### config.mk
export PLATFORM = sky130hd
export DESIGN_NAME = alu
export DESIGN_NICKNAME = d
export VERILOG_FILES = /design/src/logic/rvPkg.sv /design/src/logic/alu.sv
export SDC_FILE = /design/constraint.sdc
export NUM_CORES = 1
export LEC_CHECK = 0
export ABC_AREA = 1
export BUFFER_PORTS_ARGS = -buffer_cell sky130_fd_sc_hd__buf_2
export CORE_ASPECT_RATIO = 0.9
export CORE_MARGIN = 2
export CORE_UTILIZATION = 40
export DETAILED_ROUTE_END_ITERATION = 16
export GPL_TIMING_DRIVEN = 1
export PLACE_DENSITY = 0.59
export SYNTH_ARGS = -nofsm -noshare
export SYNTH_HDL_FRONTEND = slang
export SYNTH_SLANG_ARGS = --single-unit
### constraint.sdc
create_clock -name vclk -period 3.2
set_input_delay 0.16 -clock vclk [all_inputs]
set_output_delay 0.16 -clock vclk [all_outputs]
set_load 0.005 [all_outputs]
### src/logic/rvPkg.sv
package rvPkg;

    parameter int DATA_WIDTH_DEF = 32; // xlen of the rv32 subset

    // major opcodes, instr[6:0]
    localparam logic [6:0] OP_R      = 7'b0110011; // register-register alu
    localparam logic [6:0] OP_IMM    = 7'b0010011; // register-immediate alu
    localparam logic [6:0] OP_LOAD   = 7'b0000011; // lb lh lw lbu lhu
    localparam logic [6:0] OP_STORE  = 7'b0100011; // sb sh sw
    localparam logic [6:0] OP_BRANCH = 7'b1100011; // beq bne
    localparam logic [6:0] OP_JAL    = 7'b1101111;
    localparam logic [6:0] OP_JALR   = 7'b1100111;

    // alu operation, split right shifts keep separate codes for r and i forms
    typedef enum logic [3:0] {
        ALU_ADD  = 4'b0000,
        ALU_SUB  = 4'b0001, // also used for branch compare
        ALU_AND  = 4'b0010,
        ALU_OR   = 4'b0011,
        ALU_XOR  = 4'b0100,
        ALU_SRL  = 4'b1000,
        ALU_SRA  = 4'b1011,
        ALU_SRAI = 4'b1100,
        ALU_SLL  = 4'b1101, // sll and slli share this code
        ALU_SRLI = 4'b1110
    } aluOpT;

    // immediate form picked by the extender
    typedef enum logic [2:0] {
        IMM_I = 3'b000,
        IMM_S = 3'b001,
        IMM_B = 3'b010, // implicit low zero
        IMM_J = 3'b011  // implicit low zero
    } immSelT;

    // next pc source
    typedef enum logic [1:0] {
        PC_PLUS4  = 2'b00,
        PC_BRANCH = 2'b01, // pc + imm, taken branch and jal
        PC_JALR   = 2'b10  // rs1 + imm, bit 0 cleared
    } pcSelT;

    // writeback source
    typedef enum logic [1:0] {
        RES_ALU = 2'b00,
        RES_MEM = 2'b01,
        RES_PC4 = 2'b10 // link address
    } resultSelT;

    // load/store size, same bits as funct3
    typedef enum logic [2:0] {
        ACC_BYTE  = 3'b000,
        ACC_HALF  = 3'b001,
        ACC_WORD  = 3'b010,
        ACC_BYTEU = 3'b100,
        ACC_HALFU = 3'b101
    } accessT;

endpackage

### src/logic/alu.sv
`timescale 1ns/1ps

module alu import rvPkg::*; #(
    parameter int DATA_WIDTH = DATA_WIDTH_DEF
) (
    input  logic [DATA_WIDTH-1:0] srcA,
    input  logic [DATA_WIDTH-1:0] srcB,       // rd2 or immediate
    input  aluOpT                 aluControl,
    output logic [DATA_WIDTH-1:0] aluResult,
    output logic                  zero        // result is all zero
);

    logic [4:0] shamt;

    assign shamt = srcB[4:0]; // rv32 shift range

    always_comb begin
        case (aluControl)
            ALU_ADD:  aluResult = srcA + srcB;
            ALU_SUB:  aluResult = srcA - srcB;
            ALU_AND:  aluResult = srcA & srcB;
            ALU_OR:   aluResult = srcA | srcB;
            ALU_XOR:  aluResult = srcA ^ srcB;
            ALU_SLL:  aluResult = srcA << shamt;
            ALU_SRL,
            ALU_SRLI: aluResult = srcA >> shamt;           // logical
            ALU_SRA,
            ALU_SRAI: aluResult = $signed(srcA) >>> shamt; // sign fill
            default:  aluResult = '0;
        endcase
    end

    // equality test for branches after sub
    assign zero = (aluResult == '0);

endmodule

==> results of run 1 <==
[repair_timing]
| item | 4_1_cts | 5_1_grt |
|---|---|---|
| resized for setup | 83 | 246 |
| endpoints found under the setup margin | 26 | 28 |
| pin swaps | 33 | 106 |
| buffers inserted | 12 | 22 |
[stage by stage]
stage               cell area (um2)  hold WS, ps
CTS                           11800          956
floorplan                      9090          602
global placement              11400          963
global route                  12900         1020
detailed placement            11400          956
finish                        12900          971
[power groups by stage]
stage / logic (uW) / clock network (uW) / registers [uW]
3_5_place_dp: 2010 / 0 / 0
6_report: 2410 / 0 / 0
5_1_grt: 2610 / 0 / 0
4_1_cts: 2100 / 0 / 0
3_3_place_gp: 2000 / 0 / 0
2_1_floorplan: 1090 / 0 / 0
[final cells by class]
type | count | area share (%)
Inverter | 250 | 7.48
Multi-Input combinational cell | 1525 | 68.6
Tap cell | 297 | 2.88
Timing Repair Buffer | 368 | 21.0
[tightest hold or removal path, cell delays in order]
cell,delay [ps]
buf_2,120
inv_1,80
ha_1,130
a211oi_1,50
nand3_1,130
buf_2,140
[path summary, 6_finish.rpt]
| check | from | end | slack (ps) | cells past startpoint |
|---|---|---|---|---|
| hold / removal | srcA[0] | aluResult[0] | 970 | 6 |
| setup / recovery | srcB[1] | zero | -540 | 28 |
[layout by cell type, fill, tap and decap left out, types with 4 or more instances in the layout]
cell type	n
nand2_1	604
o21ai_0	25
nand2_2	70
ha_1	79
buf_6	25
buf_4	245
inv_2	24
ha_4	14
nand2_4	20
nand3b_1	7
nand3_1	323
nor2_4	30
a21oi_2	12
buf_2	91
nor2_2	13
nor3_4	4
ha_2	4
inv_1	220
a21oi_1	43
buf_12	5
nor3b_1	4
nand4_1	17
xor2_1	28
and2_1	10
o21ai_1	11
o211ai_1	10
and2_4	5
nor2_1	109
nand3_2	32
o2111ai_1	5
a221oi_1	4
[layer usage]
| metal | up-vias | wire length, um |
|---|---|---|
| met2 | 667 | 19700 |
| li1 | 6521 | - |
| met4 | 0 | 2080 |
| met1 | 6072 | 20400 |
| met3 | 100 | 4090 |
| met5 | - | 0 |
[cell families (layout without fill, tap and decap cells)]
family	after synthesis	after routing	share of synthesized area (%)
fa+ha+maj	98	98	13.6
simple gates	1268	1268	60.7
compound gates	128	128	8.19
xor+xnor	31	31	3.00
buf+inv	315	618	14.5
==> results.tsv, run 1 <==
metric	value	unit
status	finished with violations	
violations in the final reports	negative setup slack	
initial antenna violation count	0	
synth unique cells	45	
Setup violations, final	11	
synthesized area per cell	4.92	um2
CP top delay family	simple AND/OR/NAND/NOR gates	
maxcap violations	0	
global-route met1 utilization	51.4	%
Worst Path Arrival	3580	ps
P_int	961	uW
Flop pwr share	0	%
Routed WL per cell	19.0	um
Ys Warns	0	
area occupied by multi-input gates	0.00884	mm2
Initial Util	40.5	%
register area share after synthesis	0	%
CTS Hold Bufs	0	
fin. max-slew vios	0	
Placer Congestion	1.04	
gr busiest metal	met2	
Final ANT Viol Nets	0	
CP max stage cell	ha_1	
vias in the first global route	11800	
Worst-Margin Slew	842	ps
hpwl dp	37600	um
post-synth top area cell	nand2_1	
DR iter-0 viols	1538	
top post-synthesis cells by area	nand2_1 28%, nand3_1 20%, ha_1 13%, inv_1 9.9%, nor2_1 5.9%	
CP peak stage delay	360	ps
Diodes inserted	0	
sequential cells	0	
Placed Instances	2410	
met2 Usage GRT	55.6	%
Net Count, Synth	2006	
largest net degree at the start of global routing	67	
final hold vios	0	
die area	0.0239	mm2
Tot Pwr	2410	uW
Die Width	163	um
WL final	46300	um
clock buffers	0	
LEAKAGE	0.00740	uW
IO Count	101	
Place WS	-818	ps
Post-Layout Cell Count	2440	
RSZ-0062 raised after global routing	yes	
PD cells	187	mW/mm2
most frequent cells after synthesis	679 x nand2_1, 357 x nand3_1, 239 x inv_1	
drt pass-1 iters	5	
worst endpoint required time	3040	ps
count leader, synth	nand2_1	
Core ar.	0.0224	mm2
Setup crit end kind	output pin	
Vias	13400	
clock share of power	0	%
Final WS setup	-540	ps
vias per cell	5.48	
Fill cells	2410	
Peak Freq	267	MHz
switching power	1450	uW
register area	0	um2
area share of the largest cell type after synthesis	28.1	%
cells after synthesis	1840	
Startpoint Class	input port	
Hold Path Class	input port to output pin	
Site Rows	52	
number of port buffers	101	
first-pass GRT wire length	67000	um
Sw Ratio	60.2	%
Final Util	57.6	%
Buf/Inv on CP	5	
Max-Slew Margin vs Limit	43.7	%
synthesized area	0.00906	mm2
critical-path maximum fanout	4	
Combinational Power Share	100.0	%
fin crit share	117	%
final setup TNS	-1080	ps
M3 GR Usage	5.53	%
grt ovf	0	
Area growth, synth to finish	42.2	%
share of layout cells above drive strength 1	29.3	%
maximum vdd drop	0.103	mV
critical path class	input port to output pin	
nets	2311	
Residual DRC	0	
die height	147	um
total track usage	36.4	%
final worst path period need	3740	ps
Note: power is estimated with default switching activity, not from simulation.
==> run 2: changes to the inputs <==
--- a/config.mk
+++ b/config.mk
@@ -12,7 +12,7 @@
 export CORE_UTILIZATION = 40
 export DETAILED_ROUTE_END_ITERATION = 16
 export GPL_TIMING_DRIVEN = 1
-export PLACE_DENSITY = 0.59
+export PLACE_DENSITY = 0.63
 export SYNTH_ARGS = -nofsm -noshare
 export SYNTH_HDL_FRONTEND = slang
 export SYNTH_SLANG_ARGS = --single-unit
==> run 2 against run 1 <==
Compared with the run above: the run still ends with negative setup slack left; non-clock buffer count is 34 lower; die area is the same; via count decreased by 0.28%; flip-flop and latch count did not move; critical path type unchanged; highest routed layer unchanged.
==> results.tsv, run 2 (same netlist as run 1, synthesis figures left out) <==
metric	value	unit	change
IO Count	101		unchanged
CP peak stage delay	280	ps	-80 ps
DR iter-0 viols	1706		+11%
nets	2277		-1.5%
Setup crit end kind	output pin		
vias per cell	5.54		+1.1%
Worst Hold End	aluResult[0]		
hpwl dp	36300	um	-3.6%
Vias	13300		-0.28%
Tot Pwr	2270	uW	-6.0%
number of port buffers	101		unchanged
critical path's most frequent cell	nand2_1		
Placed Instances	2383		-1.1%
Die Width	163	um	unchanged
critical-path maximum fanout	3		-1
Hold Path Class	input port to output pin		
Placer Congestion	1.02		-1.1%
WL final	44400	um	-4.1%
CTS Hold Bufs	0		unchanged
Final Util	54.8	%	-2.8 points
Routed WL per cell	18.5	um	-2.7%
commonest non-fill, non-tap cell in the layout	nand2_1		
Startpoint Class	input port		
RSZ-0062 raised after global routing	yes		
Hold Startpoint	srcA[0]		
critical path class	input port to output pin		
Worst-Margin Slew	781	ps	-61.2 ps
Initial Util	40.5	%	unchanged
Core ar.	0.0224	mm2	unchanged
Final WS setup	-582	ps	-41.3 ps
hold path depth	6		unchanged
LEAKAGE	0.00711	uW	-4.0%
fin. max-slew vios	0		unchanged
violations in the final reports	negative setup slack		
total track usage	35.8	%	-0.61 points
final hold vios	0		unchanged
Area growth, synth to finish	35.3	%	
grt ovf	0		unchanged
die area	0.0239	mm2	unchanged
sequential cells	0		unchanged
maximum vdd drop	0.0956	mV	-7.5%
first-pass GRT wire length	66300	um	-0.97%
drt pass-1 iters	6		+1
Worst Path Arrival	3620	ps	+40 ps
Diodes inserted	0		unchanged
Site Rows	52		unchanged
share of layout cells above drive strength 1	26.0	%	-3.2 points
Setup violations, final	9		-2
register area	0	um2	unchanged
worst endpoint required time	3040	ps	about the same
status	finished with violations		
final setup TNS	-1540	ps	-459 ps
Peak Freq	264	MHz	-1.1%
initial antenna violation count	0		unchanged
fin crit share	118	%	+1.3 points
Final ANT Viol Nets	0		unchanged
die height	147	um	unchanged
largest net degree at the start of global routing	68		+1.5%
clock buffers	0		unchanged
PD cells	185	mW/mm2	-1.2%
final worst path period need	3780	ps	+41.3 ps
Residual DRC	0		unchanged
CP max stage cell	ha_1		
commonest non-fill, non-tap cells in the layout	621 x nand2_1, 340 x nand3_1, 225 x inv_1		
Post-Layout Cell Count	2406		-1.4%
Max-Slew Margin vs Limit	47.8	%	+4.1 points
vias in the first global route	11900		+0.47%
maxcap violations	0		unchanged
[run 2: changes by cell type in the layout (fill, tap and decap cells not counted), sizes merged]
cell / change
buf: -34
[run 2: final cells by class]
type                            instances  area (um2)
Fill cell                            2412       10100
Multi-Input combinational cell       1525        8560
Timing Repair Buffer                  334        2360
Tap cell                              297         372
Inverter                              250         958
[run 2: worst max-delay path: cells and delay by family]
| kind | cells | cell delay (ps) |
|---|---|---|
| AO/OA/AOI/OAI | 2 | 310 |
| XOR/XNOR | 1 | 170 |
| adder cells (fa/ha/maj) | 2 | 430 |
| buffers and inverters | 7 | 710 |
| AND/OR/NAND/NOR | 21 | 1810 |
[run 2: worst max-delay path by stage]
stage | slack, ps | cells past startpoint | to | from
after floorplan | -80 | 30 | zero | srcB[0]
after global placement | -740 | 26 | zero | srcB[1]
after detailed placement | -800 | 30 | zero | srcB[1]
after CTS | -610 | 31 | zero | srcB[1]
after global routing | -790 | 33 | zero | srcB[0]
final | -580 | 33 | zero | srcB[0]
[run 2: stage by stage]
stage                     hold slack [ps]  setup WS [ps]  cell area (um2)
after global placement                979           -744            11200
after global routing                 1040           -785            12300
after detailed placement              971           -796            11200
after CTS                             973           -607            11600
final                                 984           -582            12300
after floorplan                       602          -81.0             9090
[run 2: layer usage]
layer | global-route usage, % | vias to the layer above | wire, um
li1 | - | 6442 | -
met1 | 51.2 | 6016 | 19200
met2 | 54.9 | 765 | 18700
met3 | 4.01 | 100 | 4420
met4 | 13.5 | 0 | 2160
met5 | 0 | - | 0
[run 2: what timing repair did]
action | in CTS | in global routing
buffers inserted | 14 | 14
setup endpoints to repair | 26 | 28
gates resized for setup | 88 | 155
pin swaps | 34 | 61
[run 2: report_power, final]
part / leakage (uW) / internal, uW / total [uW] / switching, uW
clock network: 0 / 0 / 0 / 0
logic: 0.00711 / 885 / 2270 / 1380
registers: 0 / 0 / 0 / 0
