<file path="config.mk">
export PLATFORM = sky130hd
export DESIGN_NAME = immExtend
export DESIGN_NICKNAME = d
export VERILOG_FILES = /design/src/logic/rvPkg.sv /design/src/logic/immExtend.sv
export SDC_FILE = /design/constraint.sdc
export NUM_CORES = 1
export LEC_CHECK = 0
export BUFFER_PORTS_ARGS = -buffer_cell sky130_fd_sc_hd__buf_2
export CAP_MARGIN = 25
export CORE_UTILIZATION = 26
export DETAILED_ROUTE_END_ITERATION = 10
export PLACE_DENSITY_LB_ADDON = 0.12
export REMOVE_ABC_BUFFERS = 1
export SYNTH_ARGS = -nofsm -noshare
export SYNTH_HDL_FRONTEND = slang
export SYNTH_SLANG_ARGS = --single-unit
</file>
<file path="constraint.sdc">
create_clock -name vclk -period 2
set_input_delay 0.6 -clock vclk [all_inputs]
set_output_delay 0.6 -clock vclk [all_outputs]
set_load 0.1 [all_outputs]
</file>
<file path="src/logic/rvPkg.sv">
package rvPkg;

    parameter int DATA_WIDTH_DEF = 32; // xlen of the rv32 subset

    // major opcodes, instr[6:0]
    localparam logic [6:0] OP_R      = 7'b0110011; // register-register alu
    localparam logic [6:0] OP_IMM    = 7'b0010011; // register-immediate alu
    localparam logic [6:0] OP_LOAD   = 7'b0000011; // lb lh lw lbu lhu
    localparam logic [6:0] OP_STORE  = 7'b0100011; // sb sh sw
    localparam logic [6:0] OP_BRANCH = 7'b1100011; // beq bne
    localparam logic [6:0] OP_JAL    = 7'b1101111;
    localparam logic [6:0] OP_JALR   = 7'b1100111;

    // alu operation, split right shifts keep separate codes for r and i forms
    typedef enum logic [3:0] {
        ALU_ADD  = 4'b0000,
        ALU_SUB  = 4'b0001, // also used for branch compare
        ALU_AND  = 4'b0010,
        ALU_OR   = 4'b0011,
        ALU_XOR  = 4'b0100,
        ALU_SRL  = 4'b1000,
        ALU_SRA  = 4'b1011,
        ALU_SRAI = 4'b1100,
        ALU_SLL  = 4'b1101, // sll and slli share this code
        ALU_SRLI = 4'b1110
    } aluOpT;

    // immediate form picked by the extender
    typedef enum logic [2:0] {
        IMM_I = 3'b000,
        IMM_S = 3'b001,
        IMM_B = 3'b010, // implicit low zero
        IMM_J = 3'b011  // implicit low zero
    } immSelT;

    // next pc source
    typedef enum logic [1:0] {
        PC_PLUS4  = 2'b00,
        PC_BRANCH = 2'b01, // pc + imm, taken branch and jal
        PC_JALR   = 2'b10  // rs1 + imm, bit 0 cleared
    } pcSelT;

    // writeback source
    typedef enum logic [1:0] {
        RES_ALU = 2'b00,
        RES_MEM = 2'b01,
        RES_PC4 = 2'b10 // link address
    } resultSelT;

    // load/store size, same bits as funct3
    typedef enum logic [2:0] {
        ACC_BYTE  = 3'b000,
        ACC_HALF  = 3'b001,
        ACC_WORD  = 3'b010,
        ACC_BYTEU = 3'b100,
        ACC_HALFU = 3'b101
    } accessT;

endpackage

</file>
<file path="src/logic/immExtend.sv">
`timescale 1ns/1ps

module immExtend import rvPkg::*; #(
    parameter int DATA_WIDTH = DATA_WIDTH_DEF
) (
    input  logic [31:0]           instr,
    input  immSelT                immSrc,
    output logic [DATA_WIDTH-1:0] immExt  // sign extended
);

    // all forms take the sign from instr[31]
    always_comb begin
        case (immSrc)
            IMM_I: immExt = DATA_WIDTH'($signed(instr[31:20]));
            IMM_S: immExt = DATA_WIDTH'($signed({instr[31:25], instr[11:7]}));
            IMM_B: immExt = DATA_WIDTH'($signed({instr[31], instr[7],
                                                 instr[30:25], instr[11:8],
                                                 1'b0}));        // 13 bit offset
            IMM_J: immExt = DATA_WIDTH'($signed({instr[31], instr[19:12],
                                                 instr[20], instr[30:21],
                                                 1'b0}));        // 21 bit offset
            default: immExt = '0;
        endcase
    end

endmodule

</file>
==> insert_results.sql, run 1 <==
INSERT INTO impl_metrics (metric_group, metric, value, unit) VALUES
('synthesis', 'yosys.area_share.adder', '0', ''),
('synthesis', 'yosys.area_share.xor_xnor', '0.0411', ''),
('run_status', 'error_message', '[ERROR DPL-0038] Utilization greater than 100%, impossible to legalize', ''),
('floorplanning', 'die_width', '41.0', 'µm'),
('synthesis', 'synth_area', '395', 'µm²'),
('timing', 'endpoint_type', 'top-level output', ''),
('grt', 'largest_net_degree_at_the_start_of_global_routing', '14', ''),
('cts', 'holdBufCountCts', '0', ''),
('place', 'detailedPlacementHpwl', '1.66', 'mm'),
('timing', 'worst_endpoint', 'immExt[2]', ''),
('run_status', 'run_status', 'aborted with a tool error', ''),
('floorplanning', 'initial_core_util', '0.293', ''),
('place', 'routabilityCongestion', '0.626', ''),
('synthesis', 'post_synthesis_simple_gate_area_fraction', '0.361', ''),
('floorplanning', 'num_rows', '13', ''),
('synthesis', 'synth.area.mux_share', '0.152', ''),
('synthesis', 'syn_area_per_cell', '6.82', 'µm²'),
('floorplanning', 'i_o_pin_count', '67', ''),
('synthesis', 'yosysWarningCount', '0', ''),
('synthesis', 'post_synthesis_sequential_area_ratio', '0', ''),
('synthesis', 'synth_cell_types', '13', ''),
('floorplanning', 'dieHeight', '41.0', 'µm'),
('synthesis', 'largest_family_of_logic_cells_by_synthesized_area', 'simple AND/OR/NAND/NOR gates', ''),
('place', 'buffer_ports.inserted', '60', ''),
('run_status', 'flow.stopped_at', 'global routing', ''),
('synthesis', 'postSynthCellCount', '58', ''),
('synthesis', 'synth_compound_area_frac', '0.158', '');
-- synth_stat cells --
cell type / instances / share of area
sky130_fd_sc_hd__nand2b_1: 8 / 0.13
sky130_fd_sc_hd__buf_6: 1 / 0.028
sky130_fd_sc_hd__a21bo_2: 1 / 0.025
sky130_fd_sc_hd__nor2_1: 1 / 0.0095
sky130_fd_sc_hd__mux2i_1: 6 / 0.15
sky130_fd_sc_hd__buf_2: 4 / 0.051
sky130_fd_sc_hd__nand3_1: 8 / 0.10
sky130_fd_sc_hd__xnor2_2: 1 / 0.041
sky130_fd_sc_hd__nor2b_1: 7 / 0.11
sky130_fd_sc_hd__a211oi_2: 1 / 0.032
sky130_fd_sc_hd__a21oi_1: 8 / 0.10
sky130_fd_sc_hd__nor3_1: 1 / 0.013
sky130_fd_sc_hd__buf_4: 11 / 0.21
-- per-stage QoR --
stage,setup WS [ps],setup TNS [ps],instance area (µm²),cells
2_1_floorplan,-14750,-194010,282,42
3_3_place_gp,-133,-1060,1150,125
3_5_place_dp,-211,-1640,1150,125
4_1_cts,-94.8,-782,1290,127
-- kinds of logic after synthesis --
family	count (synthesis)
simple gates	25
buf+inv	16
compound gates	10
mux	6
xor+xnor	1
-- repair_timing --
action                                  CTS
gates resized for setup                  26
cloned                                    1
endpoints found under the setup margin   26
pin swaps                                 3
setup buffers                             1
endpoints found under the hold margin     0
==> inputs of run 2 (changes only) <==
--- a/config.mk
+++ b/config.mk
@@ -7,9 +7,10 @@
 export LEC_CHECK = 0
 export BUFFER_PORTS_ARGS = -buffer_cell sky130_fd_sc_hd__buf_2
 export CAP_MARGIN = 25
-export CORE_UTILIZATION = 26
+export CORE_AREA = 2 2 63 65
 export DETAILED_ROUTE_END_ITERATION = 10
-export PLACE_DENSITY_LB_ADDON = 0.12
+export DIE_AREA = 0 0 65 67
+export PLACE_DENSITY_LB_ADDON = 0.15
 export REMOVE_ABC_BUFFERS = 1
 export SYNTH_ARGS = -nofsm -noshare
 export SYNTH_HDL_FRONTEND = slang
==> constraint.sdc (replaced) <==
create_clock -name vclk -period 2.6
set_input_delay 0.78 -clock vclk [all_inputs]
set_output_delay 0.78 -clock vclk [all_outputs]
set_load 0.1 [all_outputs]
==> run 2 against run 1 <==
The run now ends clean; synthesized cell count stayed put; synthesized area stayed put.
==> insert_results.sql, run 2 <==
INSERT INTO impl_metrics (metric_group, metric, value, unit) VALUES
('run_status', 'run_status', 'complete, no violations', ''),
('job', 'max_cap_violations', '0', ''),
('detailed_routing', 'dr.first_iter.drc_count', '25', ''),
('grt', 'overflow', '0', ''),
('critical_path', 'arrival', '1740', 'ps'),
('synthesis', 'yosysWarningCount', '0', ''),
('detailed_routing', 'drt_pass1_iterations', '2', ''),
('pwr', 'switchingPower', '290', 'µW'),
('pwr', 'internal_power', '155', 'µW'),
('floorplanning', 'initial_core_util', '0.110', ''),
('detailed_routing', 'routed_wl', '1.77', 'mm'),
('pwr', 'share_seq_of_total_power', '0', ''),
('floorplanning', 'area_of_the_core_region', '0.00361', 'mm²'),
('synthesis', 'yosysMostFrequentCell', 'sky130_fd_sc_hd__buf_4', ''),
('grt', 'grt_pass1_vias', '550', ''),
('place', 'routabilityCongestion', '0.606', ''),
('synthesis', 'synth_top_cells_by_count', '11 x sky130_fd_sc_hd__buf_4, 8 x sky130_fd_sc_hd__a21oi_1, 8 x sky130_fd_sc_hd__nand2b_1, 8 x sky130_fd_sc_hd__nand3_1, 7 x sky130_fd_sc_hd__nor2b_1', ''),
('floorplanning', 'die_width', '65', 'µm'),
('finish', 'seq_area', '0', 'µm²'),
('detailed_routing', 'route.detailed.vias_per_inst', '3.61', ''),
('finish', 'n_antenna_cell', '0', ''),
('finish', 'final_nets', '143', ''),
('grt', 'track_usage', '0.0742', ''),
('pwr', 'power.density', '377', 'mW/mm²'),
('pwr', 'total_leakage_power', '0.521', 'nW'),
('critical_path', 'startpoint_type', 'input port', ''),
('critical_path', 'worst-path-max-fanout', '5', ''),
('pwr', 'switching_part_of_the_total_power', '0.652', ''),
('grt', 'largest_net_degree_at_the_start_of_global_routing', '20', ''),
('grt', 'grt_pass1_wl', '2.63', 'mm'),
('timing', 'grt_setup_unrepaired', 'false', ''),
('timing', 'period_share', '0.971', ''),
('finish', 'commonest_cells_after_routing_fill_and_taps_aside', '33 x sky130_fd_sc_hd__buf_12, 28 x sky130_fd_sc_hd__buf_2, 8 x sky130_fd_sc_hd__nand3_1, 8 x sky130_fd_sc_hd__a21oi_1, 8 x sky130_fd_sc_hd__nand2b_1', ''),
('grt', 'antenna_found_initial', '0', ''),
('pwr', 'clkPwrFrac', '0', ''),
('timing', 'timing.final.ws_setup', '76.3', 'ps'),
('synthesis', 'synth_area', '395', 'µm²'),
('worst_hold_path', 'hold_class', 'in2out', ''),
('timing', 'time_the_worst_path_needs_with_i_o_delays_and_setup', '2520', 'ps'),
('critical_path', 'worstPathRequired', '1820', 'ps'),
('finish', 'final_util', '0.327', ''),
('timing', 'timing_hold_violations_final', '0', ''),
('finish', 'n_sequential_cell', '0', ''),
('timing', 'setup_viol_count_final', '0', ''),
('detailed_routing', 'postRouteAntennaNets', '0', ''),
('synthesis', 'post_synthesis_sequential_area_ratio', '0', ''),
('critical_path', 'criticalPathCategory', 'in2out', ''),
('detailed_routing', 'drc_errors', '0', ''),
('critical_path', 'crit_start', 'immSrc[0]', ''),
('place', 'buffer_ports.inserted', '60', ''),
('synthesis', 'yosysTopAreaCell', 'sky130_fd_sc_hd__buf_4', ''),
('detailed_routing', 'post_drt_wl_per_cell', '11.5', 'µm'),
('finish', 'multiInputGateArea', '297', 'µm²'),
('pwr', 'power.combinational.fraction', '1.000', ''),
('cts', 'post_cts.repair.setup_buffers', '0', ''),
('finish', 'clockBufferCount', '0', ''),
('finish', 'most_common_cell_after_layout_fill_and_taps_aside', 'sky130_fd_sc_hd__buf_12', ''),
('floorplanning', 'dieHeight', '67', 'µm'),
('floorplanning', 'i_o_pin_count', '67', ''),
('detailed_routing', 'routed-via-count', '556', ''),
('floorplanning', 'fp.dieArea', '0.00436', 'mm²'),
('synthesis', 'netlist_top_cells_area', 'sky130_fd_sc_hd__buf_4 21%, sky130_fd_sc_hd__mux2i_1 15%, sky130_fd_sc_hd__nand2b_1 13%, sky130_fd_sc_hd__nor2b_1 11%, sky130_fd_sc_hd__a21oi_1 10%', ''),
('pwr', 'irDropWorstVdd', '0.000113', 'V'),
('worst_hold_path', 'holdCritStartpoint', 'instr[25]', ''),
('critical_path', 'setup.worst_path.end_class', 'output port', ''),
('synthesis', 'synth_cell_types', '13', ''),
('timing', 'worstMarginPinSlew', '339', 'ps'),
('finish', 'syn_to_final_growth', '198', '%'),
('synthesis', 'yosys.area.top_type_share', '0.209', ''),
('synthesis', 'postSynthCellCount', '58', ''),
('finish', 'final_layout_size_suffix_gt1_frac', '0.642', ''),
('place', 'post-place-ws', '12.8', 'ps'),
('floorplanning', 'num_rows', '22', ''),
('timing', 'fmaxAchievable', '396', 'MHz'),
('timing', 'slew_viol_final', '0', ''),
('synthesis', 'syn_area_per_cell', '6.82', 'µm²'),
('place', 'detailedPlacementHpwl', '1.50', 'mm'),
('timing', 'slew-limit-headroom', '0.772', ''),
('finish', 'num-fill-cells', '365', '');
[run 2: cell counts after synthesis]
No cell type changed its count.
[run 2: metal layers]
layer / up-vias / wire length (µm) / global-route usage
met2: 39 / 904 / 0.149
met4: 0 / 0 / 0
met3: 0 / 208 / 0.0101
li1: 280 / - / -
met1: 237 / 659 / 0.0870
met5: - / 0 / 0
[run 2: cells by family after synthesis]
| logic type | Yosys count | synth area share |
|---|---|---|
| mux | 6 | 0.152 |
| buf+inv | 16 | 0.288 |
| simple gates | 25 | 0.361 |
| compound gates | 10 | 0.158 |
| xor+xnor | 1 | 0.0412 |
[run 2: cell type report]
type / count / area share
timing repair buffer: 64 / 0.698
multi-input combinational: 42 / 0.251
tap: 48 / 0.0509
[run 2: path summary, 6_finish.rpt]
path / depth (start not counted) / to
setup / recovery: 4 / immExt[3]
hold / removal: 3 / immExt[5]
[run 2: worst max-delay path, cell delays in order]
cell                      delay, ps
sky130_fd_sc_hd__buf_2          160
sky130_fd_sc_hd__xnor2_4        240
sky130_fd_sc_hd__mux2i_1        340
sky130_fd_sc_hd__buf_12         220
[run 2: power by group through the flow]
stage / sequential, mW / clock (mW) / combinational [mW]
6_report: 0 / 0 / 0.445
5_1_grt: 0 / 0 / 0.458
4_1_cts: 0 / 0 / 0.443
3_5_place_dp: 0 / 0 / 0.443
3_3_place_gp: 0 / 0 / 0.440
2_1_floorplan: 0 / 0 / 0.258
[run 2: per-stage QoR]
step	hold WS (ps)	cell area (µm²)	instances	TNS (ps)	power (mW)
final	1970	1180	154	0	0.445
after global routing	1970	1180	154	0	0.458
after floorplan	1730	282	42	-186330	0.258
after CTS	1970	1160	154	0	0.443
after detailed placement	1960	1160	154	0	0.443
after global placement	1960	1160	154	0	0.440
[run 2: repair_timing]
item                                    in CTS  in global routing
endpoints found under the setup margin       0                  3
hold endpoints to repair                     0                  0
hold buffers                                 0                  0
resized for setup                            0                  2
Power figures use the tool's default switching activity.
