<file path="config.mk">
export PLATFORM = sky130hd
export DESIGN_NAME = control
export DESIGN_NICKNAME = d
export VERILOG_FILES = /design/src/logic/rvPkg.sv /design/src/logic/control.sv
export SDC_FILE = /design/constraint.sdc
export NUM_CORES = 1
export LEC_CHECK = 0
export BUFFER_PORTS_ARGS = -buffer_cell sky130_fd_sc_hd__buf_2
export CORE_AREA = 3 3 40 42
export DETAILED_ROUTE_END_ITERATION = 10
export DIE_AREA = 0 0 43 45
export GPL_ROUTABILITY_DRIVEN = 1
export PLACE_DENSITY_LB_ADDON = 0.25
export SLEW_MARGIN = 15
export SYNTH_ARGS = -nofsm -noshare
export SYNTH_HDL_FRONTEND = slang
export SYNTH_SLANG_ARGS = --single-unit
</file>
<file path="constraint.sdc">
create_clock -name vclk -period 2.8
set_clock_uncertainty 0.1 [all_clocks]
set_input_delay 0.28 -clock vclk [all_inputs]
set_output_delay 0.28 -clock vclk [all_outputs]
set_load 0.005 [all_outputs]
</file>
<file path="src/logic/rvPkg.sv">
package rvPkg;

    parameter int DATA_WIDTH_DEF = 32; // xlen of the rv32 subset

    // major opcodes, instr[6:0]
    localparam logic [6:0] OP_R      = 7'b0110011; // register-register alu
    localparam logic [6:0] OP_IMM    = 7'b0010011; // register-immediate alu
    localparam logic [6:0] OP_LOAD   = 7'b0000011; // lb lh lw lbu lhu
    localparam logic [6:0] OP_STORE  = 7'b0100011; // sb sh sw
    localparam logic [6:0] OP_BRANCH = 7'b1100011; // beq bne
    localparam logic [6:0] OP_JAL    = 7'b1101111;
    localparam logic [6:0] OP_JALR   = 7'b1100111;

    // alu operation, split right shifts keep separate codes for r and i forms
    typedef enum logic [3:0] {
        ALU_ADD  = 4'b0000,
        ALU_SUB  = 4'b0001, // also used for branch compare
        ALU_AND  = 4'b0010,
        ALU_OR   = 4'b0011,
        ALU_XOR  = 4'b0100,
        ALU_SRL  = 4'b1000,
        ALU_SRA  = 4'b1011,
        ALU_SRAI = 4'b1100,
        ALU_SLL  = 4'b1101, // sll and slli share this code
        ALU_SRLI = 4'b1110
    } aluOpT;

    // immediate form picked by the extender
    typedef enum logic [2:0] {
        IMM_I = 3'b000,
        IMM_S = 3'b001,
        IMM_B = 3'b010, // implicit low zero
        IMM_J = 3'b011  // implicit low zero
    } immSelT;

    // next pc source
    typedef enum logic [1:0] {
        PC_PLUS4  = 2'b00,
        PC_BRANCH = 2'b01, // pc + imm, taken branch and jal
        PC_JALR   = 2'b10  // rs1 + imm, bit 0 cleared
    } pcSelT;

    // writeback source
    typedef enum logic [1:0] {
        RES_ALU = 2'b00,
        RES_MEM = 2'b01,
        RES_PC4 = 2'b10 // link address
    } resultSelT;

    // load/store size, same bits as funct3
    typedef enum logic [2:0] {
        ACC_BYTE  = 3'b000,
        ACC_HALF  = 3'b001,
        ACC_WORD  = 3'b010,
        ACC_BYTEU = 3'b100,
        ACC_HALFU = 3'b101
    } accessT;

endpackage

</file>
<file path="src/logic/control.sv">
`timescale 1ns/1ps

module control import rvPkg::*; (
    input  logic [6:0] op,                // opcode field
    input  logic [2:0] funct3,
    input  logic [6:0] funct7,
    input  logic       zero,              // alu result was zero
    output logic       regWrite,
    output aluOpT      aluControl,
    output logic       aluSrc,            // 1 selects immExt as srcB
    output logic       memWrite,
    output pcSelT      pcSrc,
    output resultSelT  resultSrc,
    output immSelT     immSrc,
    output accessT     addressingControl  // load/store size
);

    always_comb begin
        // no-op unless an opcode below says otherwise
        regWrite          = 1'b0;
        aluControl        = ALU_ADD;
        aluSrc            = 1'b0;
        memWrite          = 1'b0;
        pcSrc             = PC_PLUS4;
        resultSrc         = RES_ALU;
        immSrc            = IMM_I;
        addressingControl = ACC_WORD;

        case (op)
            OP_R: begin
                regWrite = 1'b1;
                case (funct3)
                    3'b000:  aluControl = (funct7 == 7'b0100000) ? ALU_SUB : ALU_ADD;
                    3'b001:  aluControl = ALU_SLL;
                    3'b100:  aluControl = ALU_XOR;
                    3'b101:  aluControl = funct7[5] ? ALU_SRA : ALU_SRL;
                    3'b110:  aluControl = ALU_OR;
                    3'b111:  aluControl = ALU_AND;
                    default: regWrite   = 1'b0; // slt/sltu not supported
                endcase
            end

            OP_IMM: begin
                regWrite = 1'b1;
                aluSrc   = 1'b1;
                case (funct3)
                    3'b000:  aluControl = ALU_ADD;  // addi
                    3'b001:  aluControl = ALU_SLL;  // slli
                    3'b100:  aluControl = ALU_XOR;  // xori
                    3'b101:  aluControl = funct7[5] ? ALU_SRAI : ALU_SRLI;
                    3'b110:  aluControl = ALU_OR;   // ori
                    3'b111:  aluControl = ALU_AND;  // andi
                    default: regWrite   = 1'b0;     // slti/sltiu dropped
                endcase
            end

            OP_LOAD: begin
                regWrite          = 1'b1;
                aluSrc            = 1'b1;       // rs1 + offset
                resultSrc         = RES_MEM;
                addressingControl = accessT'(funct3);
            end

            OP_STORE: begin
                memWrite          = 1'b1;
                aluSrc            = 1'b1;
                immSrc            = IMM_S;
                addressingControl = accessT'(funct3);
            end

            OP_BRANCH: begin
                immSrc     = IMM_B;
                aluControl = ALU_SUB;           // zero means rs1 == rs2
                case (funct3)
                    3'b000:  pcSrc = zero ? PC_BRANCH : PC_PLUS4; // beq
                    3'b001:  pcSrc = zero ? PC_PLUS4 : PC_BRANCH; // bne
                    default: pcSrc = PC_PLUS4;  // other compares not decoded
                endcase
            end

            OP_JAL: begin
                regWrite  = 1'b1;
                immSrc    = IMM_J;
                resultSrc = RES_PC4;            // link
                pcSrc     = PC_BRANCH;          // pc + jump offset
            end

            OP_JALR: begin
                regWrite  = 1'b1;
                aluSrc    = 1'b1;               // alu forms rs1 + imm
                resultSrc = RES_PC4;
                pcSrc     = PC_JALR;
            end

            default: ;                          // defaults above hold
        endcase
    end

endmodule

</file>
==> impl_metrics.tcl, run 1 <==
set metrics [dict create \
    nClkBuffers 0 \
    ys_warn_count 0 \
    ant_nets 0 \
    nets 100 \
    pre_cts_slack_ns 0.8960 \
    critical_path_class "input port to output port" \
    final.min_clock_period_ns 1.899 \
    synth_common_cells "5 x nand2_1, 4 x nand3b_1" \
    drt-total-wl_um 1018 \
    coreArea_um2 1285 \
    worstHoldPathCells 3 \
    worstPathRequired_ns 2.42 \
    overflow 0 \
    die_x_um 43 \
    critical_path.max_stage_delay_ns 0.53 \
    syn2layout_area_growth_pct 46.32 \
    seq_area_um2 0 \
    seq_cell_count 0 \
    antenna_cells 0 \
    yosysSeqAreaShare 0 \
    hold_viol 0 \
    layout-drive-gt1-share 0.4750 \
    vias 478 \
    drv_cap 0 \
    critPathLaunchType "input port" \
    dp.final_hpwl_um 852.7 \
    ctsResizeCount 0 \
    cp_common_cell "buf_2" \
    slew_violations 0 \
    setup_ws_ns 0.9014 \
    crit_arrival_ns 1.52 \
    finalSetupViolCount 0 \
    syn_inst 51 \
    synth_cell_types 27 \
    track_usage 0.1012 \
    hold_path.class "input port to output port" \
    end_kind "output port" \
    ir_worst_vdd_mv 0.02587 \
    io_pins 35 \
    gp_congestion 0.6929 \
    synthTopCellsByArea "nand3b_1 8.8%, buf_4 6.6%, nor3b_1 6.6%, nor3_2 5.9%, and2_1 5.5%" \
    finalCritPeriodShare 0.6781 \
    netlist_area_um2 340.3 \
    synth.top_cell.area_share 0.08824 \
    rsz0062_at_grt "false" \
    grt_max_degree 12 \
    grt_pass1_wl_um 1649 \
    portBuffers 34 \
    cts_setup_buffers 0 \
    crit_path_top_delay_cell "or4b_1" \
    syn_avg_cell_area_um2 6.673 \
    worstPathMaxFanout 1 \
    tns_ns 0 \
    pwr_density_cell_nw_per_um2 86.65 \
    drtIter0Drc 5 \
    die_y_um 45 \
    drc 0 \
    utilization 0.3875 \
    synth_top_area_cell "nand3b_1" \
    placementRows 13 \
    syn-num-nets 69 \
    cp_cell_sequence "buf_2 -> or4b_1 -> nor3_2 -> a21oi_1 -> o32ai_2 -> buf_2" \
    yosysMostFrequentCell "nand2_1" \
    drt-wirelength-per-cell_um 10.72 \
    status "finished, final reports clean" \
    first_pass_iters 5 \
    p_leak_uw 0.0002600 \
    grt_pass1_vias 404 \
    initial_utilization 0.2648 \
    vias_per_cell 5.032 \
    fmax_mhz 526.7 \
    antenna_found_initial 0 \
    die-area_um2 1935 \
    hold_buffers 0 \
]
==> power breakdown <==
part | internal (µW) | total, µW | switching, µW
clock | 0 | 0 | 0
sequential | 0 | 0 | 0
combinational | 20.5 | 43.2 | 22.6
total | 20.5 | 43.2 | 22.6
==> worst max-delay path: cells and delay by family <==
family | cells | cell delay, ns
simple gates | 2 | 0.65
buf+inv | 2 | 0.24
compound gates | 2 | 0.35
==> placed cells by master, fill, tap and decap left out <==
master      n
a21boi_1    1
a21o_1      1
a21oi_1     2
a31o_1      1
and2_1      3
buf_2      34
conb_1      1
inv_1       1
nand2_1     5
nand2b_1    3
nand3_1     2
nand3b_1    4
nand4bb_1   1
nor2_1      2
nor3_1      3
nor3_2      2
nor3b_1     3
nor4_1      1
o211ai_1    1
o21ai_0     3
o32ai_2     1
o41ai_2     1
or2_1       1
or4b_1      1
xnor2_1     2
==> logic make-up (layout without fill, tap and decap cells) <==
group                     after synthesis  count (layout)  share of synthesized area
xor gates and xnor gates                2               2                    0.05148
and+or+nand+nor                        31              31                     0.5736
other                                   1               1                    0.01102
AOI/OAI and AO/OA                      11              11                     0.2611
buffers and inverters                   6              35                     0.1029
==> final timing paths <==
path | slack (ns) | startpoint | end
setup / recovery | 0.90 | funct7[2] | aluControl[0]
hold / removal | 0.74 | op[3] | pcSrc[1]
==> through the flow <==
| stage | hold slack [ns] | total power, µW | area, µm² | cells |
|---|---|---|---|---|
| 3_3_place_gp | 0.7376 | 43.16 | 498.0 | 95 |
| 6_report | 0.7412 | 43.15 | 498.0 | 95 |
| 5_1_grt | 0.7560 | 49.19 | 498.0 | 95 |
| 3_5_place_dp | 0.7372 | 43.16 | 498.0 | 95 |
| 4_1_cts | 0.7384 | 43.43 | 498.0 | 95 |
| 2_1_floorplan | 0.4953 | 26.74 | 340.3 | 51 |
==> cell type report <==
type               count  area (µm²)
repair buffers        34       170.2
fillers              149       787.0
well taps             15       18.77
inverters              1       3.754
multi-input cells     45       305.3
==> per-layer routing <==
metal | vias up | GRT usage | wire [µm]
met5 | - | 0 | 0
met4 | 0 | 0 | 0
met3 | 0 | 0.01195 | 149
met2 | 30 | 0.1677 | 446
met1 | 206 | 0.1500 | 421
li1 | 242 | - | -
No activity file was read; power rests on OpenSTA's default activity.
==> run 2: changes to the inputs <==
==> constraint.sdc (replaced) <==
create_clock -name vclk -period 1.8
set_clock_uncertainty 0.1 [all_clocks]
set_input_delay 0.18 -clock vclk [all_inputs]
set_output_delay 0.18 -clock vclk [all_outputs]
set_load 0.005 [all_outputs]
==> run 2 against run 1 <==
Critical path depth stayed put. Hold slack worse by 0.21 ns. Non-clock buffer count is 1 higher. Core utilization is 0.58 points higher. Flip-flop and latch count stayed put. Cell count is 1.1% higher. Via count is 0.21% lower. Die area stayed put. Clock-buffer cell count stayed put. Worst setup slack worse by 0.75 ns. Sequential share of layout area stayed put. Power is 59% higher. Highest routed layer unchanged.
==> impl_metrics.tcl, run 2 (synthesis results as in run 1) <==
set metrics [dict create \
    status "finished, final reports clean" \
    track_usage 0.1194 \
    grt_max_degree 12 \
    grt_pass1_vias 455 \
    grt_pass1_wl_um 1925 \
    fin_hold_ws_ns 0.5361 \
    pwr-share-comb 1.000 \
    multi_input_area_um2 305.3 \
    p_seq_frac 0 \
    critPathLaunchType "input port" \
    setup_ws_ns 0.1538 \
    seq_cell_count 0 \
    worstPathRequired_ns 1.52 \
    critical_path.max_stage_delay_ns 0.53 \
    critical_path.startpoint "funct7[2]" \
    final.min_clock_period_ns 1.646 \
    cp_cell_sequence "buf_2 -> or4b_1 -> nor3_2 -> a21oi_1 -> o32ai_2 -> buf_2" \
    ctsResizeCount 0 \
    finalCritPeriodShare 0.9146 \
    die_x_um 43 \
    antenna_cells 0 \
    swShare 0.5242 \
    ir_worst_vdd_mv 0.04655 \
    hold_buffers 0 \
    vias 477 \
    finalSetupViolCount 0 \
    crit_path_top_delay_cell "or4b_1" \
    cp_common_cell "buf_2" \
    die_y_um 45 \
    switching_power_uw 35.93 \
    design_area_um2 505.5 \
    drt-total-wl_um 1082 \
    pwr_density_cell_nw_per_um2 135.6 \
    portBuffers 34 \
    p_leak_uw 0.0002642 \
    syn2layout_area_growth_pct 48.53 \
    fmax_mhz 607.5 \
    slew_violations 0 \
    worstHoldPathCells 3 \
    layout-drive-gt1-share 0.4815 \
    cts_setup_buffers 0 \
    first_pass_iters 1 \
    end_kind "output port" \
    die-area_um2 1935 \
    gp_congestion 0.6708 \
    crit_arrival_ns 1.37 \
    critical_path_class "input port to output port" \
    hold_viol 0 \
    nets 101 \
    drtIter0Drc 0 \
    worstPathMaxFanout 1 \
    layout.cells.non_filler 96 \
    tns_ns 0 \
    hold_path.class "input port to output port" \
    pre_cts_slack_ns 0.1335 \
    layout_commonest_cell "buf_2" \
    nClkBuffers 0 \
    coreArea_um2 1285 \
    min-delay-start "op[3]" \
    placementRows 13 \
    overflow 0 \
    place_area_um2 505.5 \
    final_cell_mix "34 x buf_2, 5 x nand2_1, 4 x nand3b_1" \
    dp.final_hpwl_um 893.7 \
    initial_utilization 0.2648 \
    vias_per_cell 4.969 \
    drc 0 \
    seq_area_um2 0 \
    clkPwrFrac 0 \
    drt-wirelength-per-cell_um 11.27 \
    p_int_uw 32.61 \
    nFillCells 161 \
    antenna_found_initial 0 \
    rsz0062_at_grt "false" \
    place_inst 96 \
    io_pins 35 \
    ant_nets 0 \
    drv_cap 0 \
]
[run 2: cell count changes in the layout (fill, tap and decap cells not counted), sizes merged]
cell / before / now
buf: 34 / 35
[run 2: worst paths after layout]
kind / endpoint / slack (ns)
worst max-delay path: aluControl[0] / 0.15
worst min-delay path: pcSrc[1] / 0.54
[run 2: layer usage]
layer | global-route usage | routed length, µm
met4 | 0 | 0
met3 | 0.01195 | 113
met1 | 0.1690 | 518
met2 | 0.2096 | 451
met5 | 0 | 0
[run 2: through the flow]
step	total power, µW	utilization
detailed placement	69.52	0.3934
floorplan	41.60	-
CTS	69.73	0.3934
global route	78.30	0.3934
global placement	67.59	0.3934
finish	68.54	0.3934
[run 2: layout make-up]
type | count | share of cell area
Tap cell | 15 | 0.03713
Inverter | 1 | 0.007426
Multi-Input combinational cell | 45 | 0.6040
Timing Repair Buffer | 35 | 0.3515
[run 2: power by group through the flow]
stage               combinational (µW)  sequential [µW]  clock [µW]
floorplan                         41.6                0           0
global placement                  67.6                0           0
detailed placement                69.5                0           0
CTS                               69.7                0           0
global route                      78.3                0           0
finish                            68.5                0           0
[run 2: critical path: cells and delay by family]
family | cells | cell delay (ns)
AOI/OAI and AO/OA | 2 | 0.31
and+or+nand+nor | 2 | 0.64
buffers and inverters | 2 | 0.23
